--- src/source/cpu_regs_pkg.sv ---
// register-side definitions
// register select codes and bank aliases
// register file sizes and operand size enum
// sized register write and pointer step structs
// operand size helpers for step and masking
`default_nettype none

package cpu_regs_pkg;

    // upper nibble: bank, pointer file or alias; lower nibble: byte index
    typedef logic [7:0] reg_sel_t;

    // alias codes resolved against the bank pointer
    localparam logic [3:0] BANK_CUR  = 4'he;
    localparam logic [3:0] BANK_PREV = 4'hd;

    localparam int NUM_ACC_BYTES = 64;
    localparam int NUM_PTR_BYTES = 16;

    // reads as zero, never written
    localparam reg_sel_t SEL_NONE = 8'h40;

    typedef enum logic [1:0] {
        SZ_BYTE,
        SZ_WORD,
        SZ_LONG
    } op_size_e;

    typedef struct packed {
        logic        en;
        op_size_e    size;
        reg_sel_t    sel;
        logic [31:0] data;
    } reg_wr_t;

    // mode carries a ptr_mode_e code
    typedef struct packed {
        logic [1:0] mode;
        op_size_e   size;
        reg_sel_t   sel;
    } ptr_upd_t;

    // byte count, also the pointer step
    function automatic logic [31:0] size_bytes(op_size_e sz);
        case (sz)
            SZ_BYTE: return 32'd1;
            SZ_WORD: return 32'd2;
            default: return 32'd4;
        endcase
    endfunction

    function automatic logic [31:0] size_mask(op_size_e sz);
        case (sz)
            SZ_BYTE: return 32'h0000_00ff;
            SZ_WORD: return 32'h0000_ffff;
            default: return 32'hffff_ffff;
        endcase
    endfunction

endpackage

`default_nettype wire

--- src/source/cpu_ops_pkg.sv ---
// command-side definitions
// opcode and pointer mode enums
// command struct and RAM request struct
// RAM depth
`default_nettype none

package cpu_ops_pkg;

    import cpu_regs_pkg::*;

    localparam int RAM_DEPTH = 256;

    typedef enum logic [1:0] {
        OP_LDI,
        OP_MOV,
        OP_LD,
        OP_ST
    } opcode_e;

    typedef enum logic [1:0] {
        PM_PLAIN,
        PM_INC,
        PM_DEC
    } ptr_mode_e;

    // src is the pointer for OP_LD and OP_ST
    typedef struct packed {
        opcode_e     op;
        op_size_e    size;
        ptr_mode_e   mode;
        reg_sel_t    dst;
        reg_sel_t    src;
        logic [31:0] imm;
    } cmd_t;

    // addr is the word address, low byte of the pointer
    typedef struct packed {
        logic        we;
        logic [7:0]  addr;
        logic [31:0] wdata;
    } mem_req_t;

endpackage

`default_nettype wire

--- src/source/mem_arbiter.sv ---
// RAM port arbiter
// fixed priority, sequencer over host
// read-valid steering to the owner of the pending read
`timescale 1ns/1ps
`default_nettype none

module mem_arbiter
    import cpu_ops_pkg::*;
(
    input  wire logic     clk,
    input  wire logic     rst,
    input  wire logic     seq_req,
    input  wire mem_req_t seq_mreq,
    output logic          seq_gnt,
    output logic          seq_rvalid,
    input  wire logic     host_req,
    input  wire mem_req_t host_mreq,
    output logic          host_gnt,
    output logic          host_rvalid,
    output logic          ram_en,
    output mem_req_t      ram_req
);

    // grant in the same cycle the RAM is enabled
    always_comb begin
        seq_gnt  = seq_req;
        host_gnt = host_req && !seq_req;
        ram_en   = seq_req || host_req;
        ram_req  = seq_req ? seq_mreq : host_mreq;
    end

    // read data shows up one cycle later on the shared bus
    always_ff @(posedge clk or posedge rst) begin
        if (rst) begin
            seq_rvalid  <= 1'b0;
            host_rvalid <= 1'b0;
        end else begin
            seq_rvalid  <= seq_gnt && !seq_mreq.we;
            host_rvalid <= host_gnt && !host_mreq.we;
        end
    end

endmodule

`default_nettype wire

--- config.mk ---
export PLATFORM = sky130hd
export DESIGN_NAME = mem_arbiter
export DESIGN_NICKNAME = d
export VERILOG_FILES = /design/src/source/cpu_regs_pkg.sv /design/src/source/cpu_ops_pkg.sv /design/src/source/mem_arbiter.sv
export SDC_FILE = /design/constraint.sdc
export NUM_CORES = 1
export LEC_CHECK = 0
export ABC_AREA = 1
export ABC_CLOCK_PERIOD_IN_PS = 800
export CELL_PAD_IN_SITES_DETAIL_PLACEMENT = 1
export CELL_PAD_IN_SITES_GLOBAL_PLACEMENT = 1
export CORE_AREA = 2 2 51 53
export DETAILED_ROUTE_END_ITERATION = 12
export DIE_AREA = 0 0 53 55
export DONT_BUFFER_PORTS = 1
export PLACE_DENSITY = 0.87
export RECOVER_POWER = 25
export SLEW_MARGIN = 20
export SYNTH_ARGS = -nofsm -noshare
export SYNTH_HDL_FRONTEND = slang
export SYNTH_SLANG_ARGS = --single-unit
export TNS_END_PERCENT = 10
--- constraint.sdc ---
create_clock -name clk -period 0.8 [get_ports clk]
set_input_delay 0 -clock clk [delete_from_list [all_inputs] [get_ports clk]]
set_output_delay 0 -clock clk [all_outputs]
set_load 0.005 [all_outputs]
==> reports/qor.txt <==
status - finished clean
worst-case clock buffer depth - 2
detailed-placement wirelength estimate - 1.815 mm
Hold Path Class - in2out
fraction of layout instances using a drive strength above 1 - 12.86%
Max-Cap Viols - 0
final worst path period share - 95.19%
# nets final - 228
Synth area leader - nand2_1
Worst-path clk slew - 0.03 ns
worst-margin pin slew - 0.2481 ns
Worst Path Buf+Inv - 2
Avg Synthesized Cell Area - 5.022 µm²
synth warn - 0
setup TNS - 0 ns
Yosys cell types - 11
Fin. Hold Viols - 0
routed vias/inst - 4.912
Mapped Nets - 228
htree depth - 1
Core Box Area - 0.002365 mm²
min Tclk post-route - 0.7615 ns
Switching Fraction - 37.74%
CP Data Arrival Time - 0.87 ns
Post-Syn Area - 713.2 µm²
kind of critical path - in2reg
Total GRT Usage - 12.90%
DRC Markers - 0
Synth area leaders - nand2_1, nand2_2, dfrtp_1
n_diodes - 0
Final setup violation count - 0
drt wl/cell - 13.53 µm
Worst Path Max Fanout - 44
Routed WL - 2.300 mm
Slew headroom - 83.46%
PortBufs - 0
cell area after placement - 635.6 µm²
initial antenna violation count - 0
1st-iter DRT viols - 7
DRT antenna net count - 0
final hold slack - 0.01552 ns
Switching Power - 0.2285 mW
pwr/cell area - 876.7 mW/mm²
Cells after DPL - 162
total CTS buffers - 3
CTS resizes - 0
Leak - 0.4537 nW
Die Area - 0.002915 mm²
share of power burned in registers - 18.1%
combinational power share - 46.3%
Site Rows - 18
drt first pass iters - 4
family with the most delay on the worst path - buffers and inverters
Final Wtd Congestion - 0.7005
VDD IR max - 0.4084 mV
RSZ-0062 raised after global routing - false
CP Cell Sequence - inv_8 -> dlygate4sd3_1 -> nor2_2
f_max - 1.313 GHz
I/O pin count - 132
die height - 55 µm
Req. time, crit path - 0.91 ns
Initial Utilization - 30.16%
crit end category - register
clock network power share - 35.6%
vias post-DR - 835
share of the synthesized area in the top cell type - 55.26%
synthesis-to-finish area growth - -3.158%
Internal - 0.3770 mW
first-pass GRT wire length - 2.746 mm
Post-Layout Cell Count - 170
final instance area - 690.7 µm²
CTS tree - built
Die X - 53 µm
largest net degree at the start of global routing - 45
CTS sink cnt - 2
vias in the first global route - 672
max incr delay on CP - 0.62 ns
sequential-to-total area share from yosys stat - 7.018%
CTS root buf - clkbuf_4
global route overflow - 0
CP max stage cell - dlygate4sd3_1
Final Max Slew Viols - 0
Synth Instances - 142
crit start category - input pin
register bit count reported by yosys - 2
## through the flow
stage	worst slack (ns)	power [mW]	utilization (%)
after floorplan	0.3414	0.4235	-
after CTS	0.04609	0.6448	29.95
final	0.03849	0.6055	29.21
after detailed placement	0.2926	0.3834	26.88
after global placement	0.3239	0.3734	26.88
after global routing	0.03826	0.6766	29.21
## power groups by stage
stage	combinational (mW)	sequential, mW	clock [mW]
after floorplan	0.314	0.109	0
after global placement	0.263	0.110	0
after detailed placement	0.273	0.110	0
after CTS	0.294	0.109	0.242
after global routing	0.327	0.110	0.240
final	0.280	0.109	0.216
## metal layers
layer	global-route usage [%]	vias up	part of all wire, %
li1	-	410	-
met2	26.25	63	56
met3	2.957	2	11
met5	0	-	0
met1	11.97	360	33
met4	6.410	0	0.87
## cells by family (layout without fill, tap and decap cells)
group         after synthesis  in the layout  share of synthesized area [%]
simple gates              127            127                          74.21
buf+inv                    13             11                          18.77
flops                       2              2                          7.018
## flip-flops by register name, summed over array words and instances, names as in the netlist
signal,cells
host_rvalid,1
seq_rvalid,1
## cell type report
class,count,area [µm²]
clock buffer,3,22.52
multi-input combinational,127,511.7
fill,352,1674
tap,30,37.54
inverter,3,18.77
sequential,2,50.05
timing repair buffer,5,50.05
## worst paths after layout
kind / startpoint / endpoint / slack (ns) / cells after the start
max in group asynchronous: rst / seq_rvalid / 0.61 / 2
min in group asynchronous: rst / host_rvalid / 0.08 / 2
setup / recovery: seq_req / seq_rvalid / 0.04 / 3
hold / removal: seq_req / seq_gnt / 0.02 / 0
## synth_stat cells
| cell | number |
|---|---|
| nand2_1 | 105 |
| nand2_2 | 19 |
| buf_4 | 4 |
| buf_6 | 4 |
| buf_12 | 2 |
| dfrtp_1 | 2 |
| inv_1 | 2 |
| inv_8 | 1 |
| nor2_1 | 1 |
| nor2_2 | 1 |
| or2_2 | 1 |
## cell usage in the layout (no fill, tap or decap)
| master | count |
|---|---|
| dlygate4sd3_1 | 5 |
| nor2_2 | 1 |
| clkbuf_4 | 3 |
| inv_8 | 1 |
| nor2_1 | 1 |
| nand2_1 | 112 |
| inv_1 | 2 |
| or2_2 | 1 |
| nand2_2 | 12 |
| dfrtp_1 | 2 |
## what timing repair did
| action | 4_1_cts | 5_1_grt |
|---|---|---|
| hold buffers | 5 | 0 |
| hold endpoints to repair | 4 | 0 |
| buffers inserted | 0 | 0 |
(Power assumes the default switching activity.)
