`config.mk`:
```
export PLATFORM = sky130hd
export DESIGN_NAME = op_sequencer
export DESIGN_NICKNAME = d
export VERILOG_FILES = /design/src/source/cpu_regs_pkg.sv /design/src/source/cpu_ops_pkg.sv /design/src/source/op_sequencer.sv
export SDC_FILE = /design/constraint.sdc
export NUM_CORES = 1
export LEC_CHECK = 0
export BUFFER_PORTS_ARGS = -buffer_cell sky130_fd_sc_hd__buf_2
export CAP_MARGIN = 10
export CORE_AREA = 4 4 116 118
export DETAILED_ROUTE_END_ITERATION = 8
export DIE_AREA = 0 0 120 122
export GPL_TIMING_DRIVEN = 1
export HOLD_SLACK_MARGIN = 0.02
export PLACE_DENSITY = 0.57
export SLEW_MARGIN = 20
export SYNTH_ARGS = -nofsm -noshare
export SYNTH_HDL_FRONTEND = slang
export SYNTH_SLANG_ARGS = --single-unit
```
`constraint.sdc`:
```
create_clock -name clk -period 5.1 [get_ports clk]
set_clock_uncertainty 0.1 [all_clocks]
set_input_delay 0.51 -clock clk [delete_from_list [all_inputs] [get_ports clk]]
set_output_delay 0.51 -clock clk [all_outputs]
set_load 0.05 [all_outputs]
```
`src/source/cpu_regs_pkg.sv`:
```
// register-side definitions
// register select codes and bank aliases
// register file sizes and operand size enum
// sized register write and pointer step structs
// operand size helpers for step and masking
`default_nettype none

package cpu_regs_pkg;

    // upper nibble: bank, pointer file or alias; lower nibble: byte index
    typedef logic [7:0] reg_sel_t;

    // alias codes resolved against the bank pointer
    localparam logic [3:0] BANK_CUR  = 4'he;
    localparam logic [3:0] BANK_PREV = 4'hd;

    localparam int NUM_ACC_BYTES = 64;
    localparam int NUM_PTR_BYTES = 16;

    // reads as zero, never written
    localparam reg_sel_t SEL_NONE = 8'h40;

    typedef enum logic [1:0] {
        SZ_BYTE,
        SZ_WORD,
        SZ_LONG
    } op_size_e;

    typedef struct packed {
        logic        en;
        op_size_e    size;
        reg_sel_t    sel;
        logic [31:0] data;
    } reg_wr_t;

    // mode carries a ptr_mode_e code
    typedef struct packed {
        logic [1:0] mode;
        op_size_e   size;
        reg_sel_t   sel;
    } ptr_upd_t;

    // byte count, also the pointer step
    function automatic logic [31:0] size_bytes(op_size_e sz);
        case (sz)
            SZ_BYTE: return 32'd1;
            SZ_WORD: return 32'd2;
            default: return 32'd4;
        endcase
    endfunction

    function automatic logic [31:0] size_mask(op_size_e sz);
        case (sz)
            SZ_BYTE: return 32'h0000_00ff;
            SZ_WORD: return 32'h0000_ffff;
            default: return 32'hffff_ffff;
        endcase
    endfunction

endpackage

`default_nettype wire

```
`src/source/cpu_ops_pkg.sv`:
```
// command-side definitions
// opcode and pointer mode enums
// command struct and RAM request struct
// RAM depth
`default_nettype none

package cpu_ops_pkg;

    import cpu_regs_pkg::*;

    localparam int RAM_DEPTH = 256;

    typedef enum logic [1:0] {
        OP_LDI,
        OP_MOV,
        OP_LD,
        OP_ST
    } opcode_e;

    typedef enum logic [1:0] {
        PM_PLAIN,
        PM_INC,
        PM_DEC
    } ptr_mode_e;

    // src is the pointer for OP_LD and OP_ST
    typedef struct packed {
        opcode_e     op;
        op_size_e    size;
        ptr_mode_e   mode;
        reg_sel_t    dst;
        reg_sel_t    src;
        logic [31:0] imm;
    } cmd_t;

    // addr is the word address, low byte of the pointer
    typedef struct packed {
        logic        we;
        logic [7:0]  addr;
        logic [31:0] wdata;
    } mem_req_t;

endpackage

`default_nettype wire

```
`src/source/op_sequencer.sv`:
```
// command sequencer
// FSM for immediate, move, load and store commands
// builds RAM requests from the effective pointer
// drives register reads, writes and pointer steps
`timescale 1ns/1ps
`default_nettype none

module op_sequencer
    import cpu_regs_pkg::*, cpu_ops_pkg::*;
(
    input  wire logic        clk,
    input  wire logic        rst,
    input  wire cmd_t        cmd,
    input  wire logic        cmd_valid,
    output logic             busy,
    output logic             done,
    output reg_sel_t         rd_a_sel,
    output reg_sel_t         rd_b_sel,
    input  wire logic [31:0] rd_a_data,
    input  wire logic [31:0] rd_b_data,
    input  wire logic [31:0] ptr_addr,
    output reg_wr_t          wr,
    output ptr_upd_t         ptr_upd,
    output logic             seq_req,
    output mem_req_t         seq_mreq,
    input  wire logic        seq_gnt,
    input  wire logic        seq_rvalid,
    input  wire logic [31:0] seq_rdata
);

    typedef enum logic [1:0] {
        ST_IDLE,
        ST_MEM,
        ST_LOAD_WAIT,
        ST_DONE
    } state_e;

    state_e      state;
    cmd_t        cur;
    logic [31:0] mask;

    always_ff @(posedge clk or posedge rst) begin
        if (rst) begin
            state <= ST_IDLE;
        end else begin
            case (state)
                ST_IDLE: begin
                    if (cmd_valid)
                        state <= (cmd.op == OP_LD || cmd.op == OP_ST) ? ST_MEM : ST_DONE;
                end
                ST_MEM: begin
                    if (seq_gnt)
                        state <= (cur.op == OP_LD) ? ST_LOAD_WAIT : ST_DONE;
                end
                ST_LOAD_WAIT: begin
                    if (seq_rvalid)
                        state <= ST_DONE;
                end
                default: state <= ST_IDLE;
            endcase
        end
    end

    // latched command
    always_ff @(posedge clk) begin
        if (state == ST_IDLE && cmd_valid)
            cur <= cmd;
    end

    always_comb begin
        busy    = (state != ST_IDLE);
        done    = (state == ST_DONE);
        seq_req = (state == ST_MEM);
        mask    = size_mask(cur.size);

        // pointer on port a, data source on port b
        rd_a_sel = cur.src;
        rd_b_sel = (cur.op == OP_ST) ? cur.dst : cur.src;

        seq_mreq.we    = (cur.op == OP_ST);
        seq_mreq.addr  = ptr_addr[7:0];
        seq_mreq.wdata = rd_b_data & mask;

        // mode held for the address, step only at the grant edge
        ptr_upd.mode = cur.mode;
        ptr_upd.size = cur.size;
        ptr_upd.sel  = (seq_req && seq_gnt) ? cur.src : SEL_NONE;

        wr.en   = (done && (cur.op == OP_LDI || cur.op == OP_MOV))
               || (state == ST_LOAD_WAIT && seq_rvalid);
        wr.size = cur.size;
        wr.sel  = cur.dst;
        case (cur.op)
            OP_LDI:  wr.data = cur.imm & mask;
            OP_MOV:  wr.data = rd_b_data & mask;
            default: wr.data = seq_rdata & mask;
        endcase
    end

endmodule

`default_nettype wire

```
==> results.sh <==
export IMPL_cp_arrival_ns=2.40
export IMPL_fin_cells=653
export IMPL_io_pins=302
export IMPL_cap_viol_max_count=0
export IMPL_rsz0062_at_grt="no"
export IMPL_tightestPinTransition_ns=0.957
export IMPL_r2r_start="state[1]"
export IMPL_post_route_min_period_ns=3.01
export IMPL_drc=0
export IMPL_vdd_ir_drop_max_uv=216
export IMPL_io_buffers=229
export IMPL_whs_path_depth=1
export IMPL_layout_worst_path_cycle_share_pct=59.1
export IMPL_finalInstanceArea_mm2=0.00450
export IMPL_synth_seq_area_share_pct=51.0
export IMPL_start_util_pct=26.3
export IMPL_chipWidth_um=120
export IMPL_drive_gt1_share_pct=55.7
export IMPL_grt_usage_pct=12.5
export IMPL_r2r_end="rd_a_sel[7]"
export IMPL_core_area_mm2=0.0125
export IMPL_multi_input_area_mm2=0.00123
export IMPL_grt_start_max_net_pins=36
export IMPL_vias_per_cell=4.26
export IMPL_power_density_mw_per_mm2=464
export IMPL_drt_pass1_iterations=4
export IMPL_yosys_warnings=0
export IMPL_cts_hold_fix_buffers=1
export IMPL_synth_avg_cell_area_um2=11.3
export IMPL_path_clk_slew_ns=0.08
export IMPL_grt_pass1_wl_mm=14.4
export IMPL_cellLeakagePower_nw=2.20
export IMPL_postRouteAntennaNets=0
export IMPL_reg2reg_depth=5
export IMPL_register_area_mm2=0.00167
export IMPL_synth_seq_cells=56
export IMPL_drv_slew=0
export IMPL_synthesis_nets=484
export IMPL_first_iter_violations=78
export IMPL_cts_max_path_buffers=2
export IMPL_yosysUniqueCellTypes=22
export IMPL_setup_violations_final=0
export IMPL_crit_slowest_cell="edfxtp_1"
export IMPL_grt_ovfl_total=0
export IMPL_layout_commonest_cell="buf_2"
export IMPL_maxSlewHeadroom_pct=36.2
export IMPL_status="finished, final reports clean"
export IMPL_numClockSinks=56
export IMPL_regToRegSetupSlack_ns=2.64
export IMPL_crit_chain="nand2_1 > mux2_2 > buf_2"
export IMPL_mostFrequentLayoutCells="229 x buf_2, 54 x edfxtp_1, 33 x mux2i_1"
export IMPL_cts_tree="built"
export IMPL_drt_wirelength_per_cell_um=14.5
export IMPL_tns_ns=0
export IMPL_end_kind="output port"
export IMPL_htree_levels=2
export IMPL_cts_setup_buffers=0
export IMPL_area_delta_synth_final_pct=37.2
export IMPL_dpl_hpwl_mm=7.62
export IMPL_min_to="cur[52]"
export IMPL_numCtsBuffers=5
export IMPL_routed_wl_mm=9.45
export IMPL_nets=674
export IMPL_synthCells=290
export IMPL_vias=2783
export IMPL_placed_cell_area_mm2=0.00434
export IMPL_cts_resized=0
export IMPL_fp_dieH_um=122
export IMPL_die_area_mm2=0.0146
export IMPL_clock_root_buffer="clkbuf_16"
export IMPL_crit_path_max_incr_delay_ns=0.98
export IMPL_hold_path_class="in2reg"
export IMPL_nFillCells=1278
export IMPL_cp_max_fo=31
export IMPL_grt_pass1_vias=2936
export IMPL_cp_required_ns=4.49
export IMPL_antenna_cells=0
export IMPL_grt_antenna_before_repair=1
export IMPL_clk_latency_ns=0.30
export IMPL_placed_cells=644
export IMPL_hold_viol=0
export IMPL_path_class="reg2out"
export IMPL_fp_row_count=41
export IMPL_gp_congestion=0.802
export IMPL_hp_start="cmd[52]"
export IMPL_maxClockFrequency_ghz=0.332
export IMPL_synth_cell_area_mm2=0.00328
export IMPL_startpoint_type="flip-flop"
cell families after synthesis:
group	count (synthesis)	share of synthesized area [%]
mux	50	15.9
compound gates	28	4.54
simple gates	88	14.3
flops	56	51.0
fa+ha+maj	7	2.67
buf+inv	61	11.6
metal layers:
layer | vias to the layer above | track usage (%) | share of wire [%]
met3 | 25 | 5.20 | 11
met1 | 1268 | 13.8 | 38
li1 | 1343 | - | -
met2 | 145 | 21.7 | 49
met4 | 2 | 4.72 | 2.3
met5 | - | 0 | 0.074
where the power goes:
group | leakage (nW) | switching [mW] | internal [mW]
Combinational | 1.61 | 0.771 | 0.281
Sequential | 0.522 | 0.0594 | 0.614
Clock | 0.0708 | 0.174 | 0.186
worst max-delay path: cells and delay by family (launching register included):
| kind | cells | cell delay [ns] |
|---|---|---|
| buffers and inverters | 1 | 0.22 |
| flip-flops | 1 | 0.98 |
| multiplexers | 1 | 0.42 |
| AND/OR/NAND/NOR | 1 | 0.49 |
metrics by stage:
| step | hold WS, ns | setup WS [ns] | util, % | total power [mW] |
|---|---|---|---|---|
| after floorplan | 0.151 | 1.25 | - | 1.54 |
| after global placement | 0.268 | 2.31 | 34.8 | 1.73 |
| after detailed placement | 0.268 | 2.32 | 34.8 | 1.75 |
| after CTS | 0.267 | 2.00 | 36.1 | 2.11 |
| after global routing | 0.261 | 1.82 | 36.1 | 2.20 |
| final | 0.278 | 2.09 | 36.1 | 2.09 |
cell usage after synthesis (all sizes together):
library cell	count	area share, %
o22ai	1	0.19
buf	46	9.9
mux2i	33	10
and2	32	6.1
inv	9	1.0
nand3b	1	0.23
nand2b	1	0.19
nor2b	10	1.9
mux2	17	5.8
dfrtp	2	1.5
ha	7	2.7
and3	7	1.6
nand2	26	3.0
o21ai	25	3.8
o21bai	1	0.23
nor2	11	1.3
edfxtp	54	49
a222oi	1	0.31
clkbuf	6	0.69
state kept, by name (all words and copies together), names as in the netlist:
signal,count
state,2
rd_a_sel,8
wr,8
cur,34
ptr_upd,4
area by class of cell:
class / instances / share of cell area [%]
Clock inverter: 3 / 0.556
Clock buffer: 5 / 2.78
Inverter: 9 / 0.751
Timing Repair Buffer: 235 / 26.5
Tap cell: 172 / 4.78
Multi-Input combinational cell: 173 / 27.4
Sequential cell: 56 / 37.2
worst max-delay path by stage:
stage,from,endpoint,slack [ns],cells after the start
after floorplan,state[0],cur[0],1.25,4
after global placement,cur[53],rd_b_sel[3],2.31,3
after detailed placement,cur[53],rd_b_sel[3],2.32,3
after CTS,cur[53],rd_b_sel[3],2.00,3
after global routing,cur[53],rd_b_sel[3],1.82,3
final,cur[53],rd_b_sel[3],2.09,3
Power figures use the tool's default switching activity.
