[config.mk]
export PLATFORM = sky130hd
export DESIGN_NAME = reg_file
export DESIGN_NICKNAME = d
export VERILOG_FILES = /design/src/source/cpu_regs_pkg.sv /design/src/source/cpu_ops_pkg.sv /design/src/source/reg_file.sv
export SDC_FILE = /design/constraint.sdc
export NUM_CORES = 2
export LEC_CHECK = 0
export BUFFER_PORTS_ARGS = -buffer_cell sky130_fd_sc_hd__buf_2
export CAP_MARGIN = 20
export CORE_UTILIZATION = 45
export DETAILED_ROUTE_END_ITERATION = 6
export GPL_TIMING_DRIVEN = 0
export PLACE_DENSITY = 0.62
export SLEW_MARGIN = 20
export SYNTH_ARGS = -nofsm -noshare
export SYNTH_HDL_FRONTEND = slang
export SYNTH_SLANG_ARGS = --single-unit
[constraint.sdc]
create_clock -name clk -period 35.5 [get_ports clk]
set_input_delay 3.55 -clock clk [delete_from_list [all_inputs] [get_ports clk]]
set_output_delay 3.55 -clock clk [all_outputs]
set_load 0.02 [all_outputs]
[src/source/cpu_regs_pkg.sv]
// register-side definitions
// register select codes and bank aliases
// register file sizes and operand size enum
// sized register write and pointer step structs
// operand size helpers for step and masking
`default_nettype none

package cpu_regs_pkg;

    // upper nibble: bank, pointer file or alias; lower nibble: byte index
    typedef logic [7:0] reg_sel_t;

    // alias codes resolved against the bank pointer
    localparam logic [3:0] BANK_CUR  = 4'he;
    localparam logic [3:0] BANK_PREV = 4'hd;

    localparam int NUM_ACC_BYTES = 64;
    localparam int NUM_PTR_BYTES = 16;

    // reads as zero, never written
    localparam reg_sel_t SEL_NONE = 8'h40;

    typedef enum logic [1:0] {
        SZ_BYTE,
        SZ_WORD,
        SZ_LONG
    } op_size_e;

    typedef struct packed {
        logic        en;
        op_size_e    size;
        reg_sel_t    sel;
        logic [31:0] data;
    } reg_wr_t;

    // mode carries a ptr_mode_e code
    typedef struct packed {
        logic [1:0] mode;
        op_size_e   size;
        reg_sel_t   sel;
    } ptr_upd_t;

    // byte count, also the pointer step
    function automatic logic [31:0] size_bytes(op_size_e sz);
        case (sz)
            SZ_BYTE: return 32'd1;
            SZ_WORD: return 32'd2;
            default: return 32'd4;
        endcase
    endfunction

    function automatic logic [31:0] size_mask(op_size_e sz);
        case (sz)
            SZ_BYTE: return 32'h0000_00ff;
            SZ_WORD: return 32'h0000_ffff;
            default: return 32'hffff_ffff;
        endcase
    endfunction

endpackage

`default_nettype wire

[src/source/cpu_ops_pkg.sv]
// command-side definitions
// opcode and pointer mode enums
// command struct and RAM request struct
// RAM depth
`default_nettype none

package cpu_ops_pkg;

    import cpu_regs_pkg::*;

    localparam int RAM_DEPTH = 256;

    typedef enum logic [1:0] {
        OP_LDI,
        OP_MOV,
        OP_LD,
        OP_ST
    } opcode_e;

    typedef enum logic [1:0] {
        PM_PLAIN,
        PM_INC,
        PM_DEC
    } ptr_mode_e;

    // src is the pointer for OP_LD and OP_ST
    typedef struct packed {
        opcode_e     op;
        op_size_e    size;
        ptr_mode_e   mode;
        reg_sel_t    dst;
        reg_sel_t    src;
        logic [31:0] imm;
    } cmd_t;

    // addr is the word address, low byte of the pointer
    typedef struct packed {
        logic        we;
        logic [7:0]  addr;
        logic [31:0] wdata;
    } mem_req_t;

endpackage

`default_nettype wire

[src/source/reg_file.sv]
// banked register file
// accumulator banks XWA..XHL and pointers XIX..XSP
// current/previous bank alias resolution
// sized writes, pointer post-increment and pre-decrement
// registered debug dump port
`timescale 1ns/1ps
`default_nettype none

module reg_file
    import cpu_regs_pkg::*, cpu_ops_pkg::*;
(
    input  wire logic        clk,
    input  wire logic        rst,
    input  wire logic [1:0]  rfp,
    input  wire reg_sel_t    rd_a_sel,
    input  wire reg_sel_t    rd_b_sel,
    output logic      [31:0] rd_a_data,
    output logic      [31:0] rd_b_data,
    input  wire reg_wr_t     wr,
    input  wire ptr_upd_t    ptr_upd,
    output logic      [31:0] ptr_addr,
    input  wire logic [7:0]  dmp_addr,
    output logic      [7:0]  dmp_data
);

    logic [7:0] accs [NUM_ACC_BYTES];
    logic [7:0] ptrs [NUM_PTR_BYTES];

    reg_sel_t    wr_sel;
    reg_sel_t    upd_sel;
    logic [31:0] step;
    logic [31:0] upd_next;

    // alias codes to an explicit bank
    function automatic reg_sel_t resolve(reg_sel_t rs);
        logic [3:0] bank;
        case (rs[7:4])
            BANK_CUR:  bank = {2'b00, rfp};
            BANK_PREV: bank = {2'b00, rfp - 2'd1};
            default:   bank = rs[7:4];
        endcase
        return {bank, rs[3:0]};
    endfunction

    // byte k of a value within its 16-byte group
    function automatic logic [3:0] byte_pos(logic [3:0] idx, logic [1:0] k);
        case (k)
            2'd0:    return idx;
            2'd1:    return {idx[3:1], 1'b1};
            2'd2:    return {idx[3:2], 2'b10};
            default: return {idx[3:2], 2'b11};
        endcase
    endfunction

    // little-endian assembly, nibble 4 reads as zero
    function automatic logic [31:0] read_reg(reg_sel_t rs);
        logic [31:0] val;
        val = '0;
        if (rs[7:4] != 4'h4) begin
            for (int k = 0; k < 4; k++) begin
                if (rs[7])
                    val[8*k +: 8] = ptrs[byte_pos(rs[3:0], 2'(k))];
                else
                    val[8*k +: 8] = accs[{rs[5:4], byte_pos(rs[3:0], 2'(k))}];
            end
        end
        return val;
    endfunction

    always_comb begin
        rd_a_data = read_reg(resolve(rd_a_sel));
        rd_b_data = read_reg(resolve(rd_b_sel));
        step      = size_bytes(ptr_upd.size);
        // pre-decrement addresses with the stepped value
        if (ptr_upd.mode == PM_DEC)
            ptr_addr = rd_a_data - step;
        else
            ptr_addr = rd_a_data;
        wr_sel  = resolve(wr.sel);
        upd_sel = resolve(ptr_upd.sel);
        if (ptr_upd.mode == PM_DEC)
            upd_next = read_reg(upd_sel) - step;
        else
            upd_next = read_reg(upd_sel) + step;
    end

    always_ff @(posedge clk or posedge rst) begin
        if (rst) begin
            for (int i = 0; i < NUM_ACC_BYTES; i++)
                accs[i] <= '0;
            for (int i = 0; i < NUM_PTR_BYTES; i++)
                ptrs[i] <= '0;
        end else begin
            // sized write, low bytes only
            if (wr.en && wr_sel[7:4] != 4'h4) begin
                for (int k = 0; k < 4; k++) begin
                    if (k < size_bytes(wr.size)) begin
                        if (wr_sel[7])
                            ptrs[byte_pos(wr_sel[3:0], 2'(k))] <= wr.data[8*k +: 8];
                        else
                            accs[{wr_sel[5:4], byte_pos(wr_sel[3:0], 2'(k))}]
                                <= wr.data[8*k +: 8];
                    end
                end
            end
            // pointer step, pointer file only
            if (upd_sel[7] && (ptr_upd.mode == PM_INC || ptr_upd.mode == PM_DEC)) begin
                for (int k = 0; k < 4; k++)
                    ptrs[byte_pos(upd_sel[3:0], 2'(k))] <= upd_next[8*k +: 8];
            end
        end
    end

    // debug dump, accumulators then pointers
    always_ff @(posedge clk or posedge rst) begin
        if (rst)
            dmp_data <= '0;
        else if (dmp_addr < 8'h40)
            dmp_data <= accs[dmp_addr[5:0]];
        else if (dmp_addr < 8'h50)
            dmp_data <= ptrs[dmp_addr[3:0]];
        else
            dmp_data <= '0;
    end

endmodule

`default_nettype wire

==> impl_metrics.env, run 1 <==
export IMPL_cts_sinks=648
export IMPL_grt_usage=0.8407
export IMPL_stop_error="[ERROR GRT-0116] Global routing finished with congestion. Check the congestion regions in the DRC Viewer."
export IMPL_start_util=0.4547
export IMPL_ys_ff_latch=648
export IMPL_fp_dieH_microns=391.7
export IMPL_yosysSeqAreaShare=0.2373
export IMPL_ctsResizeCount=0
export IMPL_cts_max_level=3
export IMPL_ys_types=96
export IMPL_synth_nets=6609
export IMPL_numCtsBuffers=83
export IMPL_overflow=545
export IMPL_synth_flop_cell="dfrtp_1"
export IMPL_grt_max_degree=99
export IMPL_yosys_warnings=0
export IMPL_routabilityCongestion=1.372
export IMPL_cts_root_buf="clkbuf_16"
export IMPL_syn_area_sq_um=68340
export IMPL_ios=187
export IMPL_status="aborted with a tool error"
export IMPL_syn_avg_cell_area_sq_um=10.53
export IMPL_grt_pass1_wl_microns=877100
export IMPL_die_w_microns=391.7
export IMPL_async_flop_share=1.000
export IMPL_synth_edf_count=0
export IMPL_failing_step="5_1_grt"
export IMPL_io_buffer_count=153
export IMPL_grt_pass1_vias=87230
export IMPL_rows=142
export IMPL_cts_buffer_depth=3
export IMPL_post_cts_buffers=0
export IMPL_synthCells=6487
export IMPL_hpwl_microns=446300
export IMPL_ctsHoldBuffers=0
## layer usage
layer,overflow,track usage
met1,37,0.8650
met2,209,0.9158
met3,92,0.7780
met4,202,0.7737
met5,5,0.5943
## Yosys cell counts, drive strengths merged (9+ instances only)
cell type	count	area, sq um
nor2	580	2177
and2	41	257.8
xnor2	45	394.1
o211a	11	110.1
a21o	13	97.59
inv	77	289.0
nand2b	33	206.5
o221ai	26	227.7
buf	229	1206
xor2	15	138.9
o22ai	153	957.2
nor3	50	260.3
mux4	1169	26330
o31ai	11	82.58
nand3	171	855.8
a22o	13	113.9
or3	11	68.82
clkbuf	472	1773
nand2	844	3168
o22a	9	78.83
o211ai	71	538.0
a31oi	31	193.9
o21ai	442	2223
a21oi	418	2092
mux2i	224	2242
nand4	15	106.4
a211oi	172	1291
a22oi	87	653.1
ha	37	462.9
and3	21	131.4
a311oi	46	402.9
a221oi	16	152.7
o21a	11	82.58
nor2b	28	175.2
a32oi	20	175.2
mux2	144	1625
dfrtp	648	16220
## cells by family after synthesis
group,synth area share
flops,0.2373
buf+inv,0.04782
fa+ha+maj,0.007360
compound gates,0.1455
xor+xnor,0.007799
mux,0.4418
simple gates,0.1124
## stage by stage
| stage | worst slack, ps | area [sq um] | std cells |
|---|---|---|---|
| 2_1_floorplan | 13790 | 68340 | 6487 |
| 3_3_place_gp | 4781 | 71630 | 8656 |
| 3_5_place_dp | 21430 | 73180 | 8719 |
| 4_1_cts | 21430 | 76470 | 8874 |
==> run 2: changes to the inputs <==
--- a/config.mk
+++ b/config.mk
@@ -7,10 +7,10 @@
 export LEC_CHECK = 0
 export BUFFER_PORTS_ARGS = -buffer_cell sky130_fd_sc_hd__buf_2
 export CAP_MARGIN = 20
-export CORE_UTILIZATION = 45
+export CORE_UTILIZATION = 30
 export DETAILED_ROUTE_END_ITERATION = 6
 export GPL_TIMING_DRIVEN = 0
-export PLACE_DENSITY = 0.62
+export PLACE_DENSITY_LB_ADDON = 0.15
 export SLEW_MARGIN = 20
 export SYNTH_ARGS = -nofsm -noshare
 export SYNTH_HDL_FRONTEND = slang
==> run 2 against run 1 <==
Against the previous run:
- the flow now finishes, with violations (design-rule violations)
- synthesized area stayed put
- synthesized cell count stayed put
==> impl_metrics.env, run 2 <==
export IMPL_syn_avg_cell_area_sq_um=10.53
export IMPL_grt_setup_unrepaired="false"
export IMPL_yosysSeqAreaShare=0.2373
export IMPL_p_sw_frac=0.5625
export IMPL_dieArea_sq_um=229700
export IMPL_synth_edf_count=0
export IMPL_combPwrFrac=0.431
export IMPL_report_final_slew_viol_count=0
export IMPL_drt_initial_drc_count=17780
export IMPL_cp_slowest_cell="buf_1"
export IMPL_ys_types=96
export IMPL_antenna_found_initial=179
export IMPL_seqPwrFrac=0.389
export IMPL_place_ws_ps=20910
export IMPL_cts_tree="done"
export IMPL_grt_usage=0.5782
export IMPL_numCtsBuffers=87
export IMPL_fmax_ghz=0.06601
export IMPL_tightest_slew_ps=1430
export IMPL_hold_viol=0
export IMPL_p_switching_mw=3.137
export IMPL_worst_slack_ps=20350
export IMPL_cp_startpoint="rd_a_sel[1]"
export IMPL_clkLatencyLatePin_ps=870
export IMPL_ys_ff_latch=648
export IMPL_synth_nets=6609
export IMPL_hold_start="accs[4]"
export IMPL_rows=174
export IMPL_cp_end_kind="output port"
export IMPL_fp_coreArea_sq_um=225500
export IMPL_yosysTopAreaCellShare=0.3852
export IMPL_via_count=82590
export IMPL_final_common_cell="mux4_2"
export IMPL_synth_area_leader_cell="mux4_2"
export IMPL_grt_pass1_wl_microns=843500
export IMPL_die_w_microns=479.3
export IMPL_yosys_top_cells_area="mux4_2 39%, dfrtp_1 24%, nand2_1 4.6%, mux2i_1 3.3%, nor2_1 3.2%"
export IMPL_ys_top_cells_by_count="1169 x mux4_2, 844 x nand2_1, 648 x dfrtp_1, 580 x nor2_1, 471 x clkbuf_1"
export IMPL_ir_drop_mv=0.07125
export IMPL_ant_nets=0
export IMPL_fin_nets=6937
export IMPL_syn_to_final_growth_pct=15.04
export IMPL_fin_crit_ps=15150
export IMPL_cts_max_level=3
export IMPL_grt_pass1_vias=71960
export IMPL_slew_headroom=0.04693
export IMPL_layout_common_cells="1169 x mux4_2, 840 x nand2_1, 615 x dfrtp_1, 563 x nor2_1, 423 x o21ai_0"
export IMPL_path_clk_slew_ps=60
export IMPL_vias_per_cell=8.182
export IMPL_syn_area_sq_um=68340
export IMPL_routabilityCongestion=1.139
export IMPL_overflow=0
export IMPL_path_common_cell="buf_2"
export IMPL_fill_cells=22930
export IMPL_hpwl_microns=539300
export IMPL_post_route_period_util=0.4267
export IMPL_violations="design-rule violations"
export IMPL_fp_dieH_microns=479.3
export IMPL_maxCapViolCount=0
export IMPL_power_share_clock=0.180
export IMPL_setup_worst_path_class="primary input to output port"
export IMPL_drcViolationCount=187
export IMPL_p_total_mw=5.577
export IMPL_cts_root_buf="clkbuf_16"
export IMPL_io_buffer_count=153
export IMPL_cts_buffer_depth=3
export IMPL_async_flop_share=1.000
export IMPL_critPathLaunchType="primary input"
export IMPL_yosysMostFrequentCell="mux4_2"
export IMPL_p_leak_nw=28.99
export IMPL_fin_skew_ps=152.7
export IMPL_powerDensity_nw_per_um2=70.94
export IMPL_cts_sinks=648
export IMPL_path_cells="buf_2 -> buf_4 -> buf_4 -> buf_4 -> buf_2 -> buf_2 -> buf_1 -> mux4_2 -> mux4_2 -> nand2_1 -> nand3_1 -> nand3_1 -> a21oi_1 -> ha_1 -> a21oi_1 -> o21ai_0 -> and4bb_2 -> and2_2 -> buf_6 -> nor3b_2 -> xnor2_1 -> buf_2"
export IMPL_ios=187
export IMPL_tns_ps=0
export IMPL_routed_wl_microns=678700
export IMPL_critPathMaxFanout=10
export IMPL_synth_flop_cell="dfrtp_1"
export IMPL_required_ps=31950
export IMPL_crit_buf_inv=9
export IMPL_crit_path_max_incr_delay_ps=990
export IMPL_hold_path_class="flop to flop"
export IMPL_r2r_start="accs[453]"
export IMPL_start_util=0.3030
export IMPL_grt_max_degree=98
export IMPL_ctsHoldBuffers=0
export IMPL_status="finished with violations"
export IMPL_crit_family="buffers and inverters"
export IMPL_ctsResizeCount=0
export IMPL_drt_first_pass_iters=7
export IMPL_yosys_warnings=0
export IMPL_p_int_mw=2.440
export IMPL_post_cts_buffers=0
export IMPL_layout_drive_gt1_share=0.3060
export IMPL_setup_viol=0
export IMPL_cp_arrival_ps=11600
export IMPL_wl_per_cell_microns=67.25
export IMPL_synthCells=6487
run 2: cell counts after synthesis:
No cell type changed its count.
run 2: per-layer routing:
metal / vias up / wire length [microns] / GRT usage
met5: - / 2043 / 0.05944
met4: 74 / 73130 / 0.4879
met1: 42720 / 233700 / 0.6514
met2: 10370 / 254400 / 0.7385
met3: 2774 / 115500 / 0.3778
li1: 26650 / - / -
run 2: per-stage QoR:
step                area [sq um]  hold slack, ps  utilization  instances
detailed placement         74760           595.2       0.3315       9708
floorplan                  68340           495.8            -       6487
global route               78260           621.2       0.3470       9950
global placement           72850           592.3       0.3230       9632
finish                     78620           605.4       0.3486      10090
CTS                        77860           608.0       0.3452       9868
run 2: cell families after synthesis:
family,Yosys count,synth area share
AO/OA/AOI/OAI,1600,0.1455
XOR/XNOR,60,0.007799
adder cells (fa/ha/maj),39,0.007360
buffers and inverters,778,0.04782
flip-flops,648,0.2373
multiplexers,1537,0.4418
AND/OR/NAND/NOR,1825,0.1124
run 2: cell type report:
class	instances	area [sq um]	area share
multi-input combinational	5061	49150	0.6251
inverter	77	296.5	0.003772
buffer	701	3201	0.04071
clock inverter	39	614.3	0.007814
sequential	648	16260	0.2068
clock buffer	121	2485	0.03161
timing repair buffer	239	2336	0.02971
antenna	215	538.0	0.006844
tap	2992	3744	0.04762
run 2: worst reg2reg max path, delay by kind of cell, from the launching register on:
kind | cells | cell delay [ps]
AO/OA/AOI/OAI | 8 | 2760
AND/OR/NAND/NOR | 5 | 1450
multiplexers | 2 | 1280
flip-flops | 1 | 670
buffers and inverters | 1 | 620
adder cells (fa/ha/maj) | 1 | 440
run 2: final timing paths:
path                                              end  slack [ps]  cells past startpoint
setup / recovery                         ptr_addr[15]       20350                     22
hold / removal                                accs[4]         610                      3
setup reg to reg                            ptrs[101]       28140                     17
hold reg to reg                               accs[4]         610                      3
max in group asynchronous  asynchronous set/reset pin       30630                      5
min in group asynchronous                   accs[294]        2810                      2
run 2: power by group through the flow:
stage	Sequential, mW	Combinational, mW	Clock [mW]
detailed placement	1.94	2.22	0
CTS	1.92	2.22	0.987
global route	2.00	2.38	1.02
floorplan	1.15	1.30	0
finish	2.17	2.40	1.00
global placement	1.96	2.14	0
Power figures use the tool's default switching activity.
